`src/verilog/exec_config.svh`:
```
/*
   Width and field settings for the execute stage.
   Include in any file that sizes a datapath port or
   slices the opcode out of the instruction word.
*/
`ifndef EXEC_CONFIG_SVH
`define EXEC_CONFIG_SVH

// Data and address width
// The carry-lookahead adder is fixed at 16 bits, so leave this alone
`define DATA_W 16

// Opcode field inside the instruction word
`define OPC_HI 15
`define OPC_LO 11

`endif

```
`src/verilog/execPkg.sv`:
```
/*
   Shared types for the execute stage.
   Holds the ALU operation codes and the branch opcodes decoded from the
   instruction's top five bits. Modules pull these in with a wildcard
   import in their header.
*/
package execPkg;

   // ALU operation select, set by decode
   typedef enum logic [3:0] {
      aluRol   = 4'd0,   // Rotate left by inB[3:0]
      aluSll   = 4'd1,   // Shift left logical
      aluRor   = 4'd2,   // Rotate right
      aluSrl   = 4'd3,   // Shift right logical
      aluAdd   = 4'd4,   // Add, subtract with invB and cIn
      aluOr    = 4'd5,
      aluXor   = 4'd6,
      aluAnd   = 4'd7,
      aluPassA = 4'd15   // A straight through, branches test this
   } aluOp;

   // Branch opcodes, instruction bits 15 down to 11
   // Anything else never sets the branch condition
   typedef enum logic [4:0] {
      opBeqz = 5'b01100,   // Taken when A is zero
      opBnez = 5'b01101,   // Taken when A is nonzero
      opBltz = 5'b01110,   // Taken when A is negative
      opBgez = 5'b01111    // Taken when A is zero or positive
   } brOpcode;

endpackage

```
`src/verilog/cla16.sv`:
```
/*
   16-bit carry-lookahead adder.
   Four 4-bit lookahead groups feed a second lookahead level for the group carries.
   c15 is the carry into the top bit, so callers can form signed overflow.
*/
module cla16 (
   input  logic [15:0] a,
   input  logic [15:0] b,
   input  logic        cIn,
   output logic [15:0] sum,
   output logic        cOut,
   output logic        c15
);

   logic [15:0] g, p;       // Bit generate and propagate
   logic [15:0] c;          // Carry into each bit
   logic [3:0]  gg, pg;     // Group generate and propagate
   logic [3:0]  gc;         // Carry into each group

   assign g = a & b;
   assign p = a ^ b;

   // Second level, carries into groups 1 to 3 and out of the top
   assign gc[0] = cIn;
   assign gc[1] = gg[0] | (pg[0] & cIn);
   assign gc[2] = gg[1] | (pg[1] & gg[0]) | (pg[1] & pg[0] & cIn);
   assign gc[3] = gg[2] | (pg[2] & gg[1]) | (pg[2] & pg[1] & gg[0]) |
                  (pg[2] & pg[1] & pg[0] & cIn);
   assign cOut  = gg[3] | (pg[3] & gc[3]);

   genvar k;
   generate
      for (k = 0; k < 4; k++) begin : grp
         logic [3:0] gs, ps;   // This group's slice
         assign gs = g[4*k +: 4];
         assign ps = p[4*k +: 4];
         assign gg[k] = gs[3] | (ps[3] & gs[2]) | (ps[3] & ps[2] & gs[1]) |
                        (ps[3] & ps[2] & ps[1] & gs[0]);
         assign pg[k] = &ps;
         // Carries inside the group, all from the group carry-in
         assign c[4*k]   = gc[k];
         assign c[4*k+1] = gs[0] | (ps[0] & gc[k]);
         assign c[4*k+2] = gs[1] | (ps[1] & gs[0]) | (ps[1] & ps[0] & gc[k]);
         assign c[4*k+3] = gs[2] | (ps[2] & gs[1]) | (ps[2] & ps[1] & gs[0]) |
                           (ps[2] & ps[1] & ps[0] & gc[k]);
      end
   endgenerate

   assign sum = p ^ c;
   assign c15 = c[15];

endmodule

```
`src/verilog/alu.sv`:
```
/*
   ALU for the execute stage.
   Either operand can be inverted before the operation, which with cIn = 1 gives subtract.
   Shift and rotate amounts come from the low four bits of B.
   ofl only means something for add. sign picks two's-complement or unsigned overflow.
*/
`include "exec_config.svh"

module alu import execPkg::*; (
   input  logic [`DATA_W-1:0] inA,
   input  logic [`DATA_W-1:0] inB,
   input  logic               cIn,
   input  logic               invA,
   input  logic               invB,
   input  logic               sign,
   input  aluOp               oper,
   output logic [`DATA_W-1:0] out,
   output logic               zero,
   output logic               ofl
);

   logic [`DATA_W-1:0]   opA, opB;         // Operands after optional inversion
   logic [`DATA_W-1:0]   sumOut;
   logic                 carry, c15;
   logic [3:0]           amt;              // Shift or rotate amount
   logic [2*`DATA_W-1:0] dblA;             // A beside itself, for rotates
   logic [2*`DATA_W-1:0] rolWide, rorWide;

   assign opA = invA ? ~inA : inA;
   assign opB = invB ? ~inB : inB;

   cla16 adder (
      .a   (opA),
      .b   (opB),
      .cIn (cIn),
      .sum (sumOut),
      .cOut(carry),
      .c15 (c15)
   );

   // Rotate unit. Bits pushed off one end wrap into the other half
   assign amt     = opB[3:0];
   assign dblA    = {opA, opA};
   assign rolWide = dblA << amt;
   assign rorWide = dblA >> amt;

   always_comb begin
      case (oper)
         aluRol:   out = rolWide[2*`DATA_W-1:`DATA_W];   // Upper half holds the wrap
         aluSll:   out = opA << amt;
         aluRor:   out = rorWide[`DATA_W-1:0];
         aluSrl:   out = opA >> amt;                     // Zero fill
         aluAdd:   out = sumOut;
         aluOr:    out = opA | opB;
         aluXor:   out = opA ^ opB;
         aluAnd:   out = opA & opB;
         aluPassA: out = opA;
         default:  out = '0;                             // Unused codes
      endcase
   end

   assign zero = ~|out;

   // Signed overflow when the carries into and out of the top bit differ
   always_comb begin
      if (oper == aluAdd)
         ofl = sign ? (c15 ^ carry) : carry;
      else
         ofl = 1'b0;
   end

endmodule

```
`src/verilog/execute.sv`:
```
/*
   Execute-stage datapath, purely combinational.
   Muxes the immediate into ALU input B, runs the ALU, adds the immediate
   to the incremented PC for the branch target, and resolves the branch.
   pcSrc tells fetch to take nextPc2 instead of its own next PC.
*/
`include "exec_config.svh"

module execute import execPkg::*; (
   input  logic [`DATA_W-1:0] instruction,
   input  logic [`DATA_W-1:0] nextPc1,        // PC + 2 from fetch
   input  logic [`DATA_W-1:0] read1Data,
   input  logic [`DATA_W-1:0] read2Data,
   input  logic [`DATA_W-1:0] extendOutput,   // Sign-extended immediate or offset
   input  logic               aluSrc,
   input  logic               aluCin,
   input  logic               invA,
   input  logic               invB,
   input  logic               aluSign,
   input  logic               branch,
   input  logic               jump,
   input  aluOp               aluOper,
   output logic [`DATA_W-1:0] nextPc2,        // Branch or jump target
   output logic [`DATA_W-1:0] aluOut,
   output logic               pcSrc,
   output logic               aluZero,
   output logic               aluOfl
);

   logic [`DATA_W-1:0] aluB;
   brOpcode            opc;
   logic               brCond;

   assign aluB = aluSrc ? extendOutput : read2Data;

   alu aluUnit (.inA(read1Data), .inB(aluB), .cIn(aluCin), .invA(invA), .invB(invB),
      .sign(aluSign), .oper(aluOper), .out(aluOut), .zero(aluZero), .ofl(aluOfl));

   // Offset is a byte offset already, no shift
   cla16 pcAdder (.a(nextPc1), .b(extendOutput), .cIn(1'b0), .sum(nextPc2), .cOut(), .c15());

   // Decode passes A through the ALU, so the test is on aluOut
   assign opc = brOpcode'(instruction[`OPC_HI:`OPC_LO]);

   always_comb begin
      case (opc)
         opBeqz:  brCond = ~|aluOut;
         opBnez:  brCond = |aluOut;
         opBltz:  brCond = aluOut[`DATA_W-1];    // Sign bit set
         opBgez:  brCond = ~aluOut[`DATA_W-1];
         default: brCond = 1'b0;                 // Not a branch opcode
      endcase
   end

   assign pcSrc = jump | (branch & brCond);   // Jumps ignore the condition

endmodule

```
`src/verilog/exMemReg.sv`:
```
/*
   EX/MEM pipeline register.
   Loads on every rising edge unless stall is high, and then every field holds,
   the valid bit too, so the item in flight waits.
   Synchronous active-low reset clears control and data alike.
*/
`include "exec_config.svh"

module exMemReg (
   input  logic               clk,
   input  logic               rstN,
   input  logic               stall,        // From hazard detection
   input  logic               inValid,
   input  logic [`DATA_W-1:0] nextPc2In,
   input  logic [`DATA_W-1:0] aluOutIn,
   input  logic               pcSrcIn,
   input  logic               zeroIn,
   input  logic               oflIn,
   output logic [`DATA_W-1:0] nextPc2,
   output logic [`DATA_W-1:0] aluOut,
   output logic               pcSrc,
   output logic               aluZero,
   output logic               aluOfl,
   output logic               outValid
);

   always_ff @(posedge clk) begin
      if (!rstN) begin
         nextPc2  <= '0;
         aluOut   <= '0;
         pcSrc    <= 1'b0;
         aluZero  <= 1'b0;
         aluOfl   <= 1'b0;
         outValid <= 1'b0;
      end else if (!stall) begin
         nextPc2  <= nextPc2In;
         aluOut   <= aluOutIn;
         pcSrc    <= pcSrcIn;
         aluZero  <= zeroIn;
         aluOfl   <= oflIn;
         outValid <= inValid;     // Bubble when low, data still loads
      end
   end

endmodule

```
`src/verilog/exStage.sv`:
```
/*
   Execute stage with its EX/MEM register.
   Decode-side inputs go through the combinational datapath and land in the
   pipeline register one cycle later. stall freezes the register.
*/
`include "exec_config.svh"

module exStage import execPkg::*; (
   input  logic               clk,
   input  logic               rstN,
   input  logic [`DATA_W-1:0] instruction,
   input  logic [`DATA_W-1:0] nextPc1,
   input  logic [`DATA_W-1:0] read1Data,
   input  logic [`DATA_W-1:0] read2Data,
   input  logic [`DATA_W-1:0] extendOutput,
   input  logic               aluSrc,
   input  logic               aluCin,
   input  aluOp               aluOper,
   input  logic               invA,
   input  logic               invB,
   input  logic               aluSign,
   input  logic               branch,
   input  logic               jump,
   input  logic               inValid,
   input  logic               stall,
   output logic [`DATA_W-1:0] nextPc2,
   output logic [`DATA_W-1:0] aluOut,
   output logic               pcSrc,
   output logic               aluZero,
   output logic               aluOfl,
   output logic               outValid
);

   // Combinational results heading into the register
   logic [`DATA_W-1:0] exNextPc2, exAluOut;
   logic               exPcSrc, exZero, exOfl;

   execute exec (.instruction(instruction), .nextPc1(nextPc1), .read1Data(read1Data),
      .read2Data(read2Data), .extendOutput(extendOutput), .aluSrc(aluSrc), .aluCin(aluCin),
      .invA(invA), .invB(invB), .aluSign(aluSign), .branch(branch), .jump(jump),
      .aluOper(aluOper), .nextPc2(exNextPc2), .aluOut(exAluOut), .pcSrc(exPcSrc),
      .aluZero(exZero), .aluOfl(exOfl));

   exMemReg pipeReg (.clk(clk), .rstN(rstN), .stall(stall), .inValid(inValid),
      .nextPc2In(exNextPc2), .aluOutIn(exAluOut), .pcSrcIn(exPcSrc), .zeroIn(exZero),
      .oflIn(exOfl), .nextPc2(nextPc2), .aluOut(aluOut), .pcSrc(pcSrc),
      .aluZero(aluZero), .aluOfl(aluOfl), .outValid(outValid));

endmodule

```
`config.mk`:
```
export PLATFORM = sky130hd
export DESIGN_NAME = exStage
export DESIGN_NICKNAME = d
export VERILOG_FILES = /design/src/verilog/execPkg.sv /design/src/verilog/cla16.sv /design/src/verilog/alu.sv /design/src/verilog/execute.sv /design/src/verilog/exMemReg.sv /design/src/verilog/exStage.sv
export VERILOG_INCLUDE_DIRS = /design/src /design/src/verilog
export SDC_FILE = /design/constraint.sdc
export NUM_CORES = 1
export LEC_CHECK = 0
export ABC_AREA = 0
export BUFFER_PORTS_ARGS = -buffer_cell sky130_fd_sc_hd__buf_2
export CAP_MARGIN = 15
export CELL_PAD_IN_SITES_DETAIL_PLACEMENT = 0
export CELL_PAD_IN_SITES_GLOBAL_PLACEMENT = 2
export CORE_ASPECT_RATIO = 0.6
export CORE_UTILIZATION = 32
export DETAILED_ROUTE_END_ITERATION = 10
export PLACE_DENSITY = 0.86
export SLEW_MARGIN = 25
export SYNTH_ARGS = -nofsm -noshare
export SYNTH_HDL_FRONTEND = slang
export SYNTH_SLANG_ARGS = --single-unit
```
`constraint.sdc`:
```
create_clock -name clk -period 6.1 [get_ports clk]
set_clock_uncertainty 0.1 [all_clocks]
set_input_delay 1.22 -clock clk [delete_from_list [all_inputs] [get_ports clk]]
set_output_delay 1.22 -clock clk [all_outputs]
set_load 0.1 [all_outputs]
```
==> results.yml <==
synth:
  synthesis.nets: 921
  ys_types: 70
  syn_inst: 771
  avg_inst_size_synth_um2: 7.489
  synth.yosys.warnings: 0
  ys_ff_latch: 36
  syn_area_um2: 5774
  dominantRegCellSynth: "dfxtp_1"
  synthArstFlopShare_pct: 0
  synth-edff-count: 0
  synth.yosys.seq_area_share_pct: 12.48
global_routing:
  all_layer_gr_usage_pct: 24.65
  grt_first_pass_wirelength_mm: 35.05
  via_count_of_the_first_global_routing_pass: 6018
  antenna_violations_before_repair: 0
  globalRoute.totalOverflow: 0
  largest_net_degree_at_the_start_of_global_routing: 43
worst_setup_path:
  timing.critical_path.arrival_ps: 5870
  setup.worst_path.end: "pipeReg.aluZero"
  worst_r2r_startpoint: "pipeReg.nextPc2[10]"
  critical_path.startpoint: "aluSrc"
  reg2reg_to: "pipeReg.nextPc2[10]"
  worst-path-max-fanout: 3
  regToRegSetupSlack_ps: 5270
  worst-r2r-cell-count: 3
  critPathKind: "input port to flip-flop"
  critPathRequiredTime_ps: 6200
  crit_path_start_kind: "input port"
  critPathCaptureType: "flip-flop"
cts:
  clk_pin_slew_worst_paths_ps: 60
  cts_inserted_buffers: 5
  count_of_hold_buffers_inserted_by_post_cts_repair: 0
  clock_tree.root_cell: "clkbuf_16"
  htree_levels: 2
  clock_tree.buffer_depth: 2
  post-cts-setup-buffer-count: 0
  postCtsResizedCells: 0
  worst_skew_pair.late_latency_ps: 280
  clock_sink_count: 36
  cts_tree: "yes"
sta:
  post-route-min-period_ps: 5765
  timing.max_slew.rel_slack_pct: 31.82
  hold_ws_ps: 380.6
  worst-slew-pin-transition_ps: 1010
  finalHoldViolations: 0
  achievable-frequency_ghz: 0.1735
  tns_ps: 0
  slew_viol_final: 0
  final_cycle_utilization_of_the_critical_path_pct: 94.50
  grt_setup_unrepaired: "false"
  final_setup_viols: 0
placed_design:
  globalplace.congestion: 1.067
  hpwlAfterDp_mm: 18.76
  dp_cells: 1108
  io_buffers: 119
route:
  avgViaCountPerCell: 5.720
  routed_wire_length_per_instance_um: 20.38
  post-route-drc-count: 0
  final_antenna_net_count: 0
  detailedRoute.firstIterationViolations: 718
  routed_wl_mm: 22.75
  vias: 6384
  drt_first_pass_iters: 5
layout:
  layoutNonFillerInstCount: 1116
  antenna-diode-count: 0
  proportion_of_layout_cells_with_a_drive_suffix_above_1_pct: 20.98
  areaGrowthSynthToFinish_pct: 18.20
  nets: 1031
floorplanning:
  die-area_um2: 18600
  die-height_um: 106.1
  boundaryPins: 131
  chipWidth_um: 175.4
  placeable_area_um2: 17410
  rows: 37
  initial_core_util_pct: 33.17
run_status:
  outcome: "finished clean"
pwr:
  power_density_normalized_to_cell_area_nw_per_um2: 230.0
  irDropWorstVdd_v: 0.00009723
  p_leak_nw: 3.124
hold_path:
  min_path_type: "flip-flop to flip-flop"
flow_run:
  drv_cap: 0
[cells in the mapped netlist (7+ instances only)]
cell type  count  area, µm²
fa_1           8      160.2
xor2_1        25      219.0
a22oi_1        9      67.56
nand2_1       44      165.2
o211ai_1       7      52.55
nand3_1        7      35.03
and2_1         9      56.30
clkbuf_1      28      105.1
dfxtp_1       36      720.7
mux2i_1       57      570.6
a221oi_1      11      96.34
a21oi_1       42      210.2
buf_2          9      45.04
o221ai_1       8      70.07
nor2_1       111      416.7
o21ai_0       46      230.2
a21o_1         7      52.55
a211oi_1      19      142.6
inv_1         47      176.4
ha_1          47      588.1
xnor2_1       26      227.7
nor3_1        16      80.08
o22ai_1       38      237.7
nand2b_1       7      43.79
o21bai_1       7      52.55
[worst min-delay path by stage]
stage / from / end / slack, ps / cells past startpoint
2_1_floorplan: pipeReg.aluOut[10] / pipeReg.aluOut[10] / 820 / 2
3_3_place_gp: pipeReg.aluOut[2] / pipeReg.aluOut[2] / 360 / 1
3_5_place_dp: pipeReg.aluOut[2] / pipeReg.aluOut[2] / 370 / 1
4_1_cts: pipeReg.aluOut[4] / pipeReg.aluOut[4] / 390 / 2
5_1_grt: pipeReg.aluOut[1] / pipeReg.aluOut[1] / 410 / 2
6_report: pipeReg.aluOut[4] / pipeReg.aluOut[4] / 380 / 2
[cells in the final DEF (no fill, tap or decap), types with 8 or more instances in the layout]
cell	instances
nor2_1	111
o221ai_1	8
ha_1	47
nor3_1	16
a22oi_1	9
xor2_1	25
mux2i_1	57
buf_2	119
inv_1	46
a221oi_1	11
and2_1	9
xnor2_1	26
buf_4	33
o22ai_1	38
dfxtp_1	36
a21oi_1	42
nand2_1	44
fa_1	8
a211oi_1	19
o21ai_0	46
[through the flow]
step / util, % / setup WS [ps] / power, mW / area (µm²)
global route: 39.21 / 11.63 / 1.664 / 6825
global placement: 38.38 / 138.8 / 1.293 / 6681
CTS: 39.21 / 290.7 / 1.547 / 6825
finish: 39.21 / 335.5 / 1.570 / 6825
floorplan: - / 345.7 / 1.011 / 5774
detailed placement: 38.38 / 4.584 / 1.287 / 6681
[kinds of logic after synthesis]
group,count (synthesis),synth area share [%]
flip-flops,36,12.48
AO/OA/AOI/OAI,240,27.93
multiplexers,69,13.46
XOR/XNOR,54,8.971
adder cells (fa/ha/maj),55,12.96
buffers and inverters,99,7.410
AND/OR/NAND/NOR,218,16.79
[where the power goes]
group / leakage (nW) / internal [mW] / switching, mW / total (mW)
sequential: 0.296 / 0.256 / 0.0107 / 0.267
clock: 0.0736 / 0.150 / 0.103 / 0.254
combinational: 2.75 / 0.336 / 0.712 / 1.05
total: 3.12 / 0.743 / 0.826 / 1.57
[cell type report]
class	instances	area, µm²
fill	1866	10580
multi-input combinational	636	4637
timing repair buffer	152	843.3
sequential	36	720.7
tap	234	292.8
inverter	50	187.7
clock buffer	5	125.1
clock inverter	3	18.77
[critical path: stages]
cell	delay (ps)
buf_2	130
mux2i_2	340
xnor2_4	110
ha_1	340
a211oi_1	270
o21bai_1	180
o22a_1	290
o2bb2ai_1	180
a21o_1	220
fa_1	460
mux2i_1	130
nor2_1	50
a31oi_1	180
o22ai_1	110
a32oi_1	300
o21ai_0	140
nor2_1	300
nand4_1	130
nor4_1	240
nand3_1	170
o31a_1	310
nor2_1	70
[per-layer routing]
| metal | wire, µm | share of wire (%) | track usage [%] | vias up |
|---|---|---|---|---|
| li1 | - | - | - | 3041 |
| met1 | 10640 | 47 | 35.95 | 2933 |
| met2 | 8393 | 37 | 31.26 | 373 |
| met3 | 3342 | 15 | 12.37 | 35 |
| met4 | 296 | 1.3 | 4.037 | 2 |
| met5 | 69 | 0.30 | 3.056 | - |
[registers in the layout, summed over array words and instances (netlist names)]
name              count
pipeReg.aluOfl        1
pipeReg.aluZero       1
pipeReg.nextPc2      16
pipeReg.outValid      1
pipeReg.pcSrc         1
pipeReg.aluOut       16
Power figures use the tool's default switching activity.
